### config.mk
export PLATFORM = sky130hd
export DESIGN_NAME = exec_unit_top
export DESIGN_NICKNAME = d
export VERILOG_FILES = /design/src/rtl/exec_pkg.sv /design/src/rtl/muldiv_if.sv /design/src/rtl/simple_alu.sv /design/src/rtl/muldiv_datapath.sv /design/src/rtl/step_counter.sv /design/src/rtl/exec_ctrl_fsm.sv /design/src/rtl/hilo_regs.sv /design/src/rtl/exec_writeback.sv /design/src/rtl/exec_unit_top.sv
export SDC_FILE = /design/constraint.sdc
export NUM_CORES = 2
export LEC_CHECK = 0
export ABC_CLOCK_PERIOD_IN_PS = 6800
export BUFFER_PORTS_ARGS = -buffer_cell sky130_fd_sc_hd__buf_2
export CORE_ASPECT_RATIO = 1.5
export CORE_MARGIN = 2
export CORE_UTILIZATION = 60
export CTS_BUF_LIST = sky130_fd_sc_hd__clkbuf_8
export CTS_CLUSTER_SIZE = 14
export DETAILED_ROUTE_END_ITERATION = 8
export PLACE_DENSITY_LB_ADDON = 0.1
export SETUP_SLACK_MARGIN = 0.1
export SLEW_MARGIN = 20
export SYNTH_ARGS = -nofsm -noshare
export SYNTH_HDL_FRONTEND = slang
export SYNTH_SLANG_ARGS = --single-unit
### constraint.sdc
create_clock -name clk_i -period 6.8 [get_ports clk_i]
set_clock_uncertainty 0.2 [all_clocks]
set_input_delay 1.02 -clock clk_i [delete_from_list [all_inputs] [get_ports clk_i]]
set_output_delay 1.02 -clock clk_i [all_outputs]
set_load 0.01 [all_outputs]
### src/rtl/exec_pkg.sv
// Execution cluster shared types
package exec_pkg;

    localparam int DATA_W = 32;  // Operand and result width.
    localparam int IMM_W  = 16;  // Instruction immediate width.

    typedef logic [DATA_W-1:0] data_t;

    // Opcodes of the simple-ALU lane, including the multiply/divide group.
    typedef enum logic [7:0] {
        NOP,
        ADD, ADDI, ADDU, ADDIU,
        SUB, SUBU,
        MFHI, MTHI, MFLO, MTLO,
        AND_, ANDI,
        OR, ORI,
        XOR, XORI,
        NOR,
        SLL, SLLV,
        SRL, SRLV,
        SRA, SRAV,
        SLT, SLTI,
        SLTU, SLTIU,
        LUI,
        MULT, MULTU,
        DIV, DIVU
    } opcode_e;

    // Execution flags reported with every completed operation.
    typedef struct packed {
        logic ctrl_op;     // Control transfer, unused in this lane.
        logic dest_valid;  // Result carries a register value.
        logic branch;      // Branch operation, unused in this lane.
        logic executed;    // Operation has completed.
        logic exception;   // Signed overflow or divide by zero.
        logic mispredict;  // Branch mispredict, unused in this lane.
    } exec_flags_t;

    typedef enum logic [1:0] {
        MD_MULT,
        MD_MULTU,
        MD_DIV,
        MD_DIVU
    } md_kind_e;

endpackage

### src/rtl/muldiv_if.sv
// Multiply/divide control bus
interface muldiv_if import exec_pkg::*; ();

    logic     start;     // One-cycle pulse that loads operands and the counter.
    md_kind_e kind;      // Operation selected for this run.
    data_t    op_a;      // Multiplicand or dividend.
    data_t    op_b;      // Multiplier or divisor.
    logic     step;      // High for each iteration cycle.
    logic     last;      // High during the final iteration step.
    data_t    hi_res;    // Result for HI, valid with last.
    data_t    lo_res;    // Result for LO, valid with last.
    logic     div_zero;  // Divisor of the current run is zero.

    modport ctrl (output start, kind, op_a, op_b, step, input last);
    modport cnt  (input start, step, output last);
    modport dp   (input start, kind, op_a, op_b, step, output hi_res, lo_res, div_zero);

endinterface

### src/rtl/simple_alu.sv
// Single-cycle integer ALU
module simple_alu import exec_pkg::*; (
    input  data_t            data1_i,
    input  data_t            data2_i,
    input  logic [IMM_W-1:0] immd_i,
    input  opcode_e          opcode_i,
    output data_t            result_o,
    output exec_flags_t      flags_o
);

    data_t sext_imm;
    data_t zext_imm;
    data_t add_b;
    data_t sum;
    data_t diff;
    logic  add_ovf;
    logic  sub_ovf;
    data_t result;
    logic  dest_valid;
    logic  exception;

    assign sext_imm = {{(DATA_W-IMM_W){immd_i[IMM_W-1]}}, immd_i};
    assign zext_imm = {{(DATA_W-IMM_W){1'b0}}, immd_i};

    // One adder serves both register and immediate forms.
    assign add_b = (opcode_i inside {ADDI, ADDIU}) ? sext_imm : data2_i;
    assign sum   = data1_i + add_b;
    assign diff  = data1_i - data2_i;

    // Overflow when the operands agree in sign and the result does not.
    assign add_ovf = (data1_i[DATA_W-1] == add_b[DATA_W-1]) &&
                     (sum[DATA_W-1] != data1_i[DATA_W-1]);
    assign sub_ovf = (data1_i[DATA_W-1] != data2_i[DATA_W-1]) &&
                     (diff[DATA_W-1] != data1_i[DATA_W-1]);

    always_comb begin
        result     = '0;
        dest_valid = 1'b1;
        exception  = 1'b0;
        case (opcode_i)
            ADD, ADDI: begin
                result    = sum;
                exception = add_ovf;
            end
            ADDU, ADDIU: result = sum;
            SUB: begin
                result    = diff;
                exception = sub_ovf;
            end
            SUBU: result = diff;
            MFHI, MTHI, MFLO, MTLO: result = data1_i;  // HI/LO value is muxed onto data1.
            AND_:  result = data1_i & data2_i;
            ANDI:  result = data1_i & zext_imm;
            OR:    result = data1_i | data2_i;
            ORI:   result = data1_i | zext_imm;
            XOR:   result = data1_i ^ data2_i;
            XORI:  result = data1_i ^ zext_imm;
            NOR:   result = ~(data1_i | data2_i);
            SLL:   result = data1_i << immd_i[4:0];
            SLLV:  result = data2_i << data1_i[4:0];
            SRL:   result = data1_i >> immd_i[4:0];
            SRLV:  result = data2_i >> data1_i[4:0];
            SRA:   result = $signed(data1_i) >>> immd_i[4:0];
            SRAV:  result = $signed(data2_i) >>> data1_i[4:0];
            SLT:   result = data_t'($signed(data1_i) < $signed(data2_i));
            SLTI:  result = data_t'($signed(data1_i) < $signed(sext_imm));
            SLTU:  result = data_t'(data1_i < data2_i);
            SLTIU: result = data_t'(data1_i < sext_imm);  // Sign-extended, compared unsigned.
            LUI:   result = {immd_i, {(DATA_W-IMM_W){1'b0}}};
            default: begin
                dest_valid = 1'b0;  // NOP and the multiply/divide group return nothing here.
            end
        endcase
    end

    assign result_o = result;

    always_comb begin
        flags_o            = '0;
        flags_o.dest_valid = dest_valid;
        flags_o.executed   = 1'b1;
        flags_o.exception  = exception;
    end

endmodule

### src/rtl/muldiv_datapath.sv
// Iterative multiply/divide datapath
module muldiv_datapath import exec_pkg::*; (
    input logic  clk_i,
    input logic  arst_n_i,
    muldiv_if.dp md
);

    logic [2*DATA_W-1:0] acc;          // Product, or remainder over quotient.
    logic [2*DATA_W-1:0] acc_nxt;
    logic [2*DATA_W-1:0] prod_fix;
    logic [DATA_W:0]     mul_sum;
    logic [DATA_W+1:0]   div_diff;
    data_t               b_mag;        // Multiplicand or divisor magnitude.
    data_t               dividend;
    data_t               a_mag_in;
    data_t               b_mag_in;
    data_t               quot;
    data_t               rem;
    logic                kind_signed;
    logic                kind_div;
    logic                is_div;
    logic                neg_lo;       // Product or quotient is negated at the end.
    logic                neg_hi;       // Remainder is negated at the end.
    logic                div_zero_q;

    assign kind_signed = md.kind inside {MD_MULT, MD_DIV};
    assign kind_div    = md.kind inside {MD_DIV, MD_DIVU};
    assign a_mag_in    = (kind_signed && md.op_a[DATA_W-1]) ? -md.op_a : md.op_a;
    assign b_mag_in    = (kind_signed && md.op_b[DATA_W-1]) ? -md.op_b : md.op_b;

    // One iteration: shift-add for multiply, restoring subtract for divide.
    assign mul_sum  = {1'b0, acc[2*DATA_W-1:DATA_W]} + {1'b0, b_mag};
    assign div_diff = {1'b0, acc[2*DATA_W-1:DATA_W-1]} - {2'b00, b_mag};

    always_comb begin
        if (is_div) begin
            if (div_diff[DATA_W+1]) begin
                acc_nxt = {acc[2*DATA_W-2:0], 1'b0};  // Partial remainder too small, restore.
            end else begin
                acc_nxt = {div_diff[DATA_W-1:0], acc[DATA_W-2:0], 1'b1};
            end
        end else if (acc[0]) begin
            acc_nxt = {mul_sum, acc[DATA_W-1:1]};
        end else begin
            acc_nxt = {1'b0, acc[2*DATA_W-1:1]};
        end
    end

    // Sign fix-up of the final step, sampled by HI/LO when last is high.
    assign prod_fix = neg_lo ? -acc_nxt : acc_nxt;
    assign quot     = neg_lo ? -acc_nxt[DATA_W-1:0] : acc_nxt[DATA_W-1:0];
    assign rem      = neg_hi ? -acc_nxt[2*DATA_W-1:DATA_W] : acc_nxt[2*DATA_W-1:DATA_W];

    always_comb begin
        if (!is_div) begin
            md.hi_res = prod_fix[2*DATA_W-1:DATA_W];
            md.lo_res = prod_fix[DATA_W-1:0];
        end else if (div_zero_q) begin
            md.hi_res = dividend;
            md.lo_res = '1;
        end else begin
            md.hi_res = rem;
            md.lo_res = quot;
        end
    end

    assign md.div_zero = div_zero_q;

    always_ff @(posedge clk_i or negedge arst_n_i) begin
        if (!arst_n_i) begin
            is_div     <= 1'b0;
            neg_lo     <= 1'b0;
            neg_hi     <= 1'b0;
            div_zero_q <= 1'b0;
        end else if (md.start) begin
            is_div     <= kind_div;
            neg_lo     <= kind_signed && (md.op_a[DATA_W-1] ^ md.op_b[DATA_W-1]);
            neg_hi     <= kind_signed && kind_div && md.op_a[DATA_W-1];  // Dividend's sign.
            div_zero_q <= kind_div && (md.op_b == '0);
        end
    end

    always_ff @(posedge clk_i) begin
        if (md.start) begin
            acc      <= {{DATA_W{1'b0}}, a_mag_in};
            b_mag    <= b_mag_in;
            dividend <= md.op_a;
        end else if (md.step) begin
            acc <= acc_nxt;
        end
    end

endmodule

### src/rtl/step_counter.sv
// Iteration step counter
module step_counter (
    input logic   clk_i,
    input logic   arst_n_i,
    muldiv_if.cnt md
);

    logic [4:0] count;  // Steps left after the current one.

    always_ff @(posedge clk_i or negedge arst_n_i) begin
        if (!arst_n_i) begin
            count <= '0;
        end else if (md.start) begin
            count <= 5'd31;
        end else if (md.step) begin
            count <= count - 5'd1;
        end
    end

    assign md.last = md.step && (count == '0);

endmodule

### src/rtl/exec_ctrl_fsm.sv
// Issue and sequencing control
module exec_ctrl_fsm import exec_pkg::*; (
    input  logic    clk_i,
    input  logic    arst_n_i,
    input  logic    issue_valid_i,
    input  opcode_e opcode_i,
    input  data_t   data1_i,
    input  data_t   data2_i,
    muldiv_if.ctrl  md,
    output logic    use_hi_o,
    output logic    use_lo_o,
    output logic    hi_we_o,
    output logic    lo_we_o,
    output logic    alu_done_o,
    output logic    md_done_o,
    output logic    busy_o
);

    typedef enum logic [1:0] {IDLE, START, RUN, DONE} state_e;

    state_e   state;
    state_e   state_nxt;
    logic     accept;
    logic     is_md;
    md_kind_e kind_q;
    data_t    op_a_q;
    data_t    op_b_q;

    assign is_md  = opcode_i inside {MULT, MULTU, DIV, DIVU};
    assign accept = issue_valid_i && (state == IDLE);  // Issues outside IDLE are dropped.

    always_comb begin
        state_nxt = state;
        case (state)
            IDLE: begin
                if (accept && is_md) begin
                    state_nxt = START;
                end
            end
            START: state_nxt = RUN;
            RUN: begin
                if (md.last) begin
                    state_nxt = DONE;
                end
            end
            DONE: state_nxt = IDLE;  // One dead cycle before the next issue.
            default: state_nxt = IDLE;
        endcase
    end

    always_ff @(posedge clk_i or negedge arst_n_i) begin
        if (!arst_n_i) begin
            state <= IDLE;
        end else begin
            state <= state_nxt;
        end
    end

    always_ff @(posedge clk_i) begin
        if (accept && is_md) begin
            op_a_q <= data1_i;
            op_b_q <= data2_i;
            case (opcode_i)
                MULTU:   kind_q <= MD_MULTU;
                DIV:     kind_q <= MD_DIV;
                DIVU:    kind_q <= MD_DIVU;
                default: kind_q <= MD_MULT;
            endcase
        end
    end

    assign md.start = (state == START);
    assign md.step  = (state == RUN);
    assign md.kind  = kind_q;
    assign md.op_a  = op_a_q;
    assign md.op_b  = op_b_q;

    assign use_hi_o   = (opcode_i == MFHI);
    assign use_lo_o   = (opcode_i == MFLO);
    assign hi_we_o    = accept && (opcode_i == MTHI);
    assign lo_we_o    = accept && (opcode_i == MTLO);
    assign alu_done_o = accept && !is_md;
    assign md_done_o  = (state == RUN) && md.last;  // HI/LO and writeback take the final step.
    assign busy_o     = (state == START) || (state == RUN);

endmodule

### src/rtl/hilo_regs.sv
// HI and LO registers
module hilo_regs import exec_pkg::*; (
    input  logic  clk_i,
    input  logic  arst_n_i,
    input  logic  hi_we_i,
    input  logic  lo_we_i,
    input  data_t wdata_i,
    input  logic  md_done_i,
    input  data_t md_hi_i,
    input  data_t md_lo_i,
    output data_t hi_o,
    output data_t lo_o
);

    data_t hi_q;
    data_t lo_q;

    always_ff @(posedge clk_i or negedge arst_n_i) begin
        if (!arst_n_i) begin
            hi_q <= '0;
            lo_q <= '0;
        end else if (md_done_i) begin
            hi_q <= md_hi_i;  // Completion writes the pair together.
            lo_q <= md_lo_i;
        end else begin
            if (hi_we_i) begin
                hi_q <= wdata_i;
            end
            if (lo_we_i) begin
                lo_q <= wdata_i;
            end
        end
    end

    assign hi_o = hi_q;
    assign lo_o = lo_q;

endmodule

### src/rtl/exec_writeback.sv
// Result writeback register
module exec_writeback import exec_pkg::*; (
    input  logic        clk_i,
    input  logic        arst_n_i,
    input  logic        alu_done_i,
    input  data_t       alu_result_i,
    input  exec_flags_t alu_flags_i,
    input  logic        md_done_i,
    input  logic        md_div_zero_i,
    output logic        result_valid_o,
    output data_t       result_o,
    output exec_flags_t flags_o
);

    exec_flags_t md_flags;

    // Multiply/divide completion writes HI/LO only, so no register value.
    always_comb begin
        md_flags           = '0;
        md_flags.executed  = 1'b1;
        md_flags.exception = md_div_zero_i;
    end

    always_ff @(posedge clk_i or negedge arst_n_i) begin
        if (!arst_n_i) begin
            result_valid_o <= 1'b0;
        end else begin
            result_valid_o <= alu_done_i || md_done_i;
        end
    end

    always_ff @(posedge clk_i) begin
        if (md_done_i) begin
            result_o <= '0;
            flags_o  <= md_flags;
        end else if (alu_done_i) begin
            result_o <= alu_result_i;
            flags_o  <= alu_flags_i;
        end
    end

endmodule

### src/rtl/exec_unit_top.sv
// Integer execution cluster
module exec_unit_top import exec_pkg::*; (
    input  logic             clk_i,
    input  logic             arst_n_i,
    input  logic             issue_valid_i,
    input  opcode_e          opcode_i,
    input  data_t            data1_i,
    input  data_t            data2_i,
    input  logic [IMM_W-1:0] immd_i,
    output logic             result_valid_o,
    output data_t            result_o,
    output exec_flags_t      flags_o,
    output logic             busy_o
);

    logic        use_hi;
    logic        use_lo;
    logic        hi_we;
    logic        lo_we;
    logic        alu_done;
    logic        md_done;
    data_t       hi_q;
    data_t       lo_q;
    data_t       alu_data1;
    data_t       alu_result;
    exec_flags_t alu_flags;

    muldiv_if md_bus ();

    exec_ctrl_fsm u_ctrl (
        .clk_i         (clk_i),
        .arst_n_i      (arst_n_i),
        .issue_valid_i (issue_valid_i),
        .opcode_i      (opcode_i),
        .data1_i       (data1_i),
        .data2_i       (data2_i),
        .md            (md_bus.ctrl),
        .use_hi_o      (use_hi),
        .use_lo_o      (use_lo),
        .hi_we_o       (hi_we),
        .lo_we_o       (lo_we),
        .alu_done_o    (alu_done),
        .md_done_o     (md_done),
        .busy_o        (busy_o)
    );

    step_counter u_step_cnt (
        .clk_i    (clk_i),
        .arst_n_i (arst_n_i),
        .md       (md_bus.cnt)
    );

    muldiv_datapath u_muldiv (
        .clk_i    (clk_i),
        .arst_n_i (arst_n_i),
        .md       (md_bus.dp)
    );

    hilo_regs u_hilo (
        .clk_i     (clk_i),
        .arst_n_i  (arst_n_i),
        .hi_we_i   (hi_we),
        .lo_we_i   (lo_we),
        .wdata_i   (data1_i),
        .md_done_i (md_done),
        .md_hi_i   (md_bus.hi_res),
        .md_lo_i   (md_bus.lo_res),
        .hi_o      (hi_q),
        .lo_o      (lo_q)
    );

    // MFHI and MFLO read the pair through the first ALU operand.
    assign alu_data1 = use_hi ? hi_q : (use_lo ? lo_q : data1_i);

    simple_alu u_alu (
        .data1_i  (alu_data1),
        .data2_i  (data2_i),
        .immd_i   (immd_i),
        .opcode_i (opcode_i),
        .result_o (alu_result),
        .flags_o  (alu_flags)
    );

    exec_writeback u_wb (
        .clk_i          (clk_i),
        .arst_n_i       (arst_n_i),
        .alu_done_i     (alu_done),
        .alu_result_i   (alu_result),
        .alu_flags_i    (alu_flags),
        .md_done_i      (md_done),
        .md_div_zero_i  (md_bus.div_zero),
        .result_valid_o (result_valid_o),
        .result_o       (result_o),
        .flags_o        (flags_o)
    );

endmodule

==> results of run 1 <==
kinds of logic after synthesis:
group                      count (synthesis)  share of synthesized area [%]
adders and majority gates                273                           9.59
buffers and inverters                    479                           5.16
AOI/OAI and AO/OA                       1559                           28.6
xor gates and xnor gates                 222                           5.41
DFF                                      304                           22.5
and+or+nand+nor                         1529                           19.2
other                                      2                         0.0209
muxes                                    295                           9.55
synthesized netlist by cell type, drive strengths merged (25+ instances only):
cell | number | area share, %
or2 | 26 | 0.45
a211oi | 104 | 2.2
inv | 171 | 1.8
mux4 | 34 | 2.1
edfxtp | 163 | 14
o21a | 30 | 0.63
nor3 | 102 | 1.4
or3 | 25 | 0.45
buf | 85 | 1.0
a31oi | 72 | 1.3
nor2b | 41 | 0.71
nand2b | 37 | 0.64
nand3 | 86 | 1.2
ha | 269 | 9.4
dfrtp | 76 | 5.3
nor2 | 471 | 4.9
mux2i | 216 | 6.0
xor2 | 75 | 1.8
nand2 | 557 | 5.8
mux2 | 45 | 1.4
o211ai | 66 | 1.4
o21ai | 370 | 5.2
a221oi | 45 | 1.1
a21o | 103 | 2.2
a21oi | 347 | 4.9
xnor2 | 147 | 3.6
and3 | 42 | 0.73
dfxtp | 65 | 3.6
nand4 | 34 | 0.59
o221ai | 32 | 0.78
nor4 | 34 | 0.59
o22ai | 67 | 1.2
a22oi | 36 | 0.75
clkbuf | 218 | 2.3
o31ai | 53 | 1.1
stage by stage:
stage / setup WS (ps) / area (um2) / cells / util, % / hold slack [ps]
CTS: 443 / 39100 / 5547 / 66.2 / 240
detailed placement: 128 / 38000 / 5452 / 64.3 / 231
floorplan: 160 / 36000 / 4665 / - / 226
global placement: 376 / 38000 / 5452 / 64.3 / 225
metal layers:
metal  GRT overflow  global-route usage (%)
met4             34                    73.0
met1              0                    68.1
met3              1                    41.5
met2             55                    90.3
met5              0                    5.48
==> impl_metrics.ini, run 1 <==
[run_status]
outcome = aborted with a tool error
lastStage = global routing
error = [ERROR GRT-0116] Global routing finished with congestion. Check the congestion regions in the DRC Viewer.

[clock_network]
cts.sinks = 304
clk_path_buf_depth = 3
post-cts-setup-buffers = 0
numCtsBuffers = 51
htree_levels = 2
cts-root-buf = clkbuf_8
cts_resized = 0
postCtsHoldBufs = 0

[grt]
grt_pass1_wl_um = 308000
first_global_vias = 42500
track_usage_pct = 67.7
overflow = 90
grt_max_degree = 84

[synthesis]
synthCells = 4663
ys_seq_area_share_pct = 22.5
synth_edf_count = 163
yosys_warnings = 0
synth_cell_types = 105
netlist_area_um2 = 35900
avgSynthCellArea_um2 = 7.71
synth_ff_type = edfxtp_1
synthArstFlopShare_pct = 25.0
synth-seq-cells = 304

[floorplanning]
initial_core_util_pct = 60.9
rows = 109
die_w_um = 204
pin_count = 131
die_h_um = 304

[place]
place.port_buffers = 126
hpwl_um = 146000
gp_congestion = 1.22
==> run 2: changes to the inputs <==
- CORE_ASPECT_RATIO: 1.5 -> not set
- CORE_UTILIZATION: 60 -> 40
- CTS_BUF_LIST: sky130_fd_sc_hd__clkbuf_8 -> not set
- CTS_CLUSTER_SIZE: 14 -> not set
- PLACE_DENSITY_LB_ADDON: 0.1 -> 0.15
- SETUP_SLACK_MARGIN: 0.1 -> not set
==> run 2 against run 1 <==
  * The flow now finishes without violations
  * Synthesized cell count is the same
  * Synthesized area is the same
==> impl_metrics.ini, run 2 <==
[sta]
setup_viol = 0
slew-limit-headroom_pct = 23.3
finalHoldViolCount = 0
tightest_slew_ps = 1120
fin_setup_tns_ps = 0
maxSlewViolCount = 0
fin_crit_sh_pct = 89.7
min_period_ps = 6100
grt_setup_unrepaired = false
fmax_mhz = 164

[drt]
viasPerCell = 6.64
wire_per_inst_um = 33.8
finalWirelength_um = 201000
drtAntennaViolNets = 0
drt_iter0_markers = 5076
drc = 0
dr.pass1.iters = 8
via_count = 39500

[place]
dpl_cell_area_um2 = 38700
hpwl_um = 156000
place.port_buffers = 126
gp_congestion = 1.11

[critical_path]
critical_path_arrival_ps = 6460
worstPathRequired_ps = 7160
end_kind = flip-flop
slowest_delay_ps = 860
cp_max_fo = 28
crit_family = compound AO/OA/AOI/OAI gates
cp_common_cell = o21ai_0
start_kind = input port
crit_chain = buf_2 -> or4_1 -> nor4_2 -> buf_12 -> o21ai_0 -> ha_1 -> inv_1 -> fa_1 -> nor2b_1 -> o21ai_0 -> a21boi_0 -> o41ai_1 -> nand3_1 -> a221o_1 -> nand3_1 -> o21ai_0 -> a41oi_1 -> mux2_2 -> a31o_2 -> nand4_1
critPathSlowestCell = or4_1
path_class = input port to flip-flop
crit_buf_inv = 3

[synthesis]
synth_ff_type = edfxtp_1
avgSynthCellArea_um2 = 7.71
ys_seq_area_share_pct = 22.5
synth-seq-cells = 304
synthArstFlopShare_pct = 25.0
yosys_warnings = 0
synthTopCellsByCount = 556 x nand2_1, 470 x nor2_1, 355 x o21ai_0, 343 x a21oi_1, 269 x ha_1
synth_top_area_share_pct = 13.6
yosys.area.top_type = edfxtp_1
synthTopCellsByArea = edfxtp_1 14%, ha_1 9.4%, mux2i_1 6.0%
synth_edf_count = 163
synth_most_common_cell = nand2_1
synth_cell_types = 105
netlist_area_um2 = 35900
synthCells = 4663

[grt]
grt_max_degree = 113
first_global_vias = 37100
grt_antenna_before_repair = 7
grt_pass1_wl_um = 281000
track_usage_pct = 42.0
overflow = 0

[clock_network]
cts_resized = 0
clk_path_buf_depth = 3
numCtsBuffers = 41
postCtsHoldBufs = 0
htree_levels = 2
cts.sinks = 304
clk_pin_slew_ps = 70
cts-root-buf = clkbuf_16
post-cts-setup-buffers = 0
cts_tree = built
clk_latency_ps = 640

[layout]
drive_gt1_share_pct = 12.3
layout_common_cells = 556 x nand2_1, 464 x nor2_1, 352 x o21ai_0, 342 x a21oi_1, 266 x ha_1
n_fill_cell = 9123
layout_commonest_cell = nand2_1
nNetsFinal = 5111
area_delta_synth_final_pct = 11.8
largest_register_ffs = 64
regMostFlops = u_muldiv.acc
design_area_um2 = 40200

[floorplanning]
die_h_um = 304
die-area_um2 = 92300
pin_count = 131
die_w_um = 304
coreArea_um2 = 88800
rows = 109
initial_core_util_pct = 40.5

[power_and_ir_drop]
peakVddDrop_mv = 0.246
p_leak_nw = 16.6
power_per_cell_area_nw_per_um2 = 325

[min_path]
min-delay-path-class = input port to asynchronous set/reset pin

[run]
drv_cap = 0

[run_status]
outcome = complete, no violations
## run 2: kinds of logic (layout without fill, tap and decap cells)
kind of cell    Yosys count  in the layout  synth area share [%]
compound gates         1559           1559                  28.6
xor+xnor                222            222                  5.41
fa+ha+maj               273            273                  9.59
buf+inv                 479            594                  5.16
flops                   304            304                  22.5
mux                     295            295                  9.55
other cells               2             10                0.0209
simple gates           1529           1529                  19.2
## run 2: layer usage
| layer | routed length (um) | part of all wire [%] | global-route usage, % | vias to the layer above |
|---|---|---|---|---|
| met5 | 41 | 0.020 | 0 | - |
| met4 | 19100 | 9.5 | 33.1 | 6 |
| met3 | 17400 | 8.6 | 7.32 | 571 |
| met2 | 89000 | 44 | 66.4 | 2324 |
| met1 | 75500 | 38 | 50.7 | 19100 |
| li1 | - | - | - | 17500 |
## run 2: final timing paths
| check | start | to | slack [ps] | depth (start not counted) |
|---|---|---|---|---|
| worst max-delay path | opcode_i[4] | u_wb.result_o[30] | 700 | 20 |
| worst min register to register | u_wb.flags_o[4] | u_wb.flags_o[4] | 240 | 2 |
| worst max register to register | u_muldiv.b_mag[9] | u_hilo.hi_o[27] | 730 | 14 |
| worst min-delay path | arst_n_i | u_step_cnt.count[0] | 100 | 1 |
| min in group clk_i | u_wb.flags_o[4] | u_wb.flags_o[4] | 240 | 2 |
| max in group asynchronous | arst_n_i | u_muldiv.is_div | 5080 | 2 |
## run 2: area by class of cell
type                            instances  area [um2]  share of cell area, %
Timing Repair Buffer                  342        2350                   5.86
Tap cell                             1165        1460                   3.63
Sequential cell                       304        8100                   20.2
Antenna cell                            6        15.0                 0.0374
Multi-Input combinational cell       3882       26100                   65.0
Clock inverter                         21         359                  0.893
Inverter                              176         661                   1.64
Clock buffer                           55        1100                   2.73
## run 2: per-stage QoR
stage | hold slack [ps] | power [mW] | setup slack (ps) | utilization [%] | instances
floorplan | 226 | 7.84 | 70.1 | - | 4665
global placement | 228 | 10.4 | 331 | 43.6 | 5869
detailed placement | 233 | 10.4 | 214 | 43.6 | 5869
CTS | 89.9 | 12.9 | 789 | 45.3 | 5945
global route | 111 | 13.7 | 409 | 45.3 | 5945
finish | 95.9 | 13.1 | 697 | 45.3 | 5951
## run 2: worst register-to-register path, delay by kind of cell, from the launching register on
family | cells | cell delay, ps
compound gates | 5 | 1840
xor+xnor | 1 | 150
flops | 1 | 500
fa+ha+maj | 1 | 460
simple gates | 7 | 2780
## run 2: power breakdown
| group | internal (mW) | leakage, nW | switching, mW | total (mW) |
|---|---|---|---|---|
| Clock | 1.42 | 0.702 | 0.989 | 2.41 |
| Combinational | 2.58 | 12.9 | 4.96 | 7.55 |
| Sequential | 2.57 | 2.97 | 0.549 | 3.12 |
(Power assumes the default switching activity.)
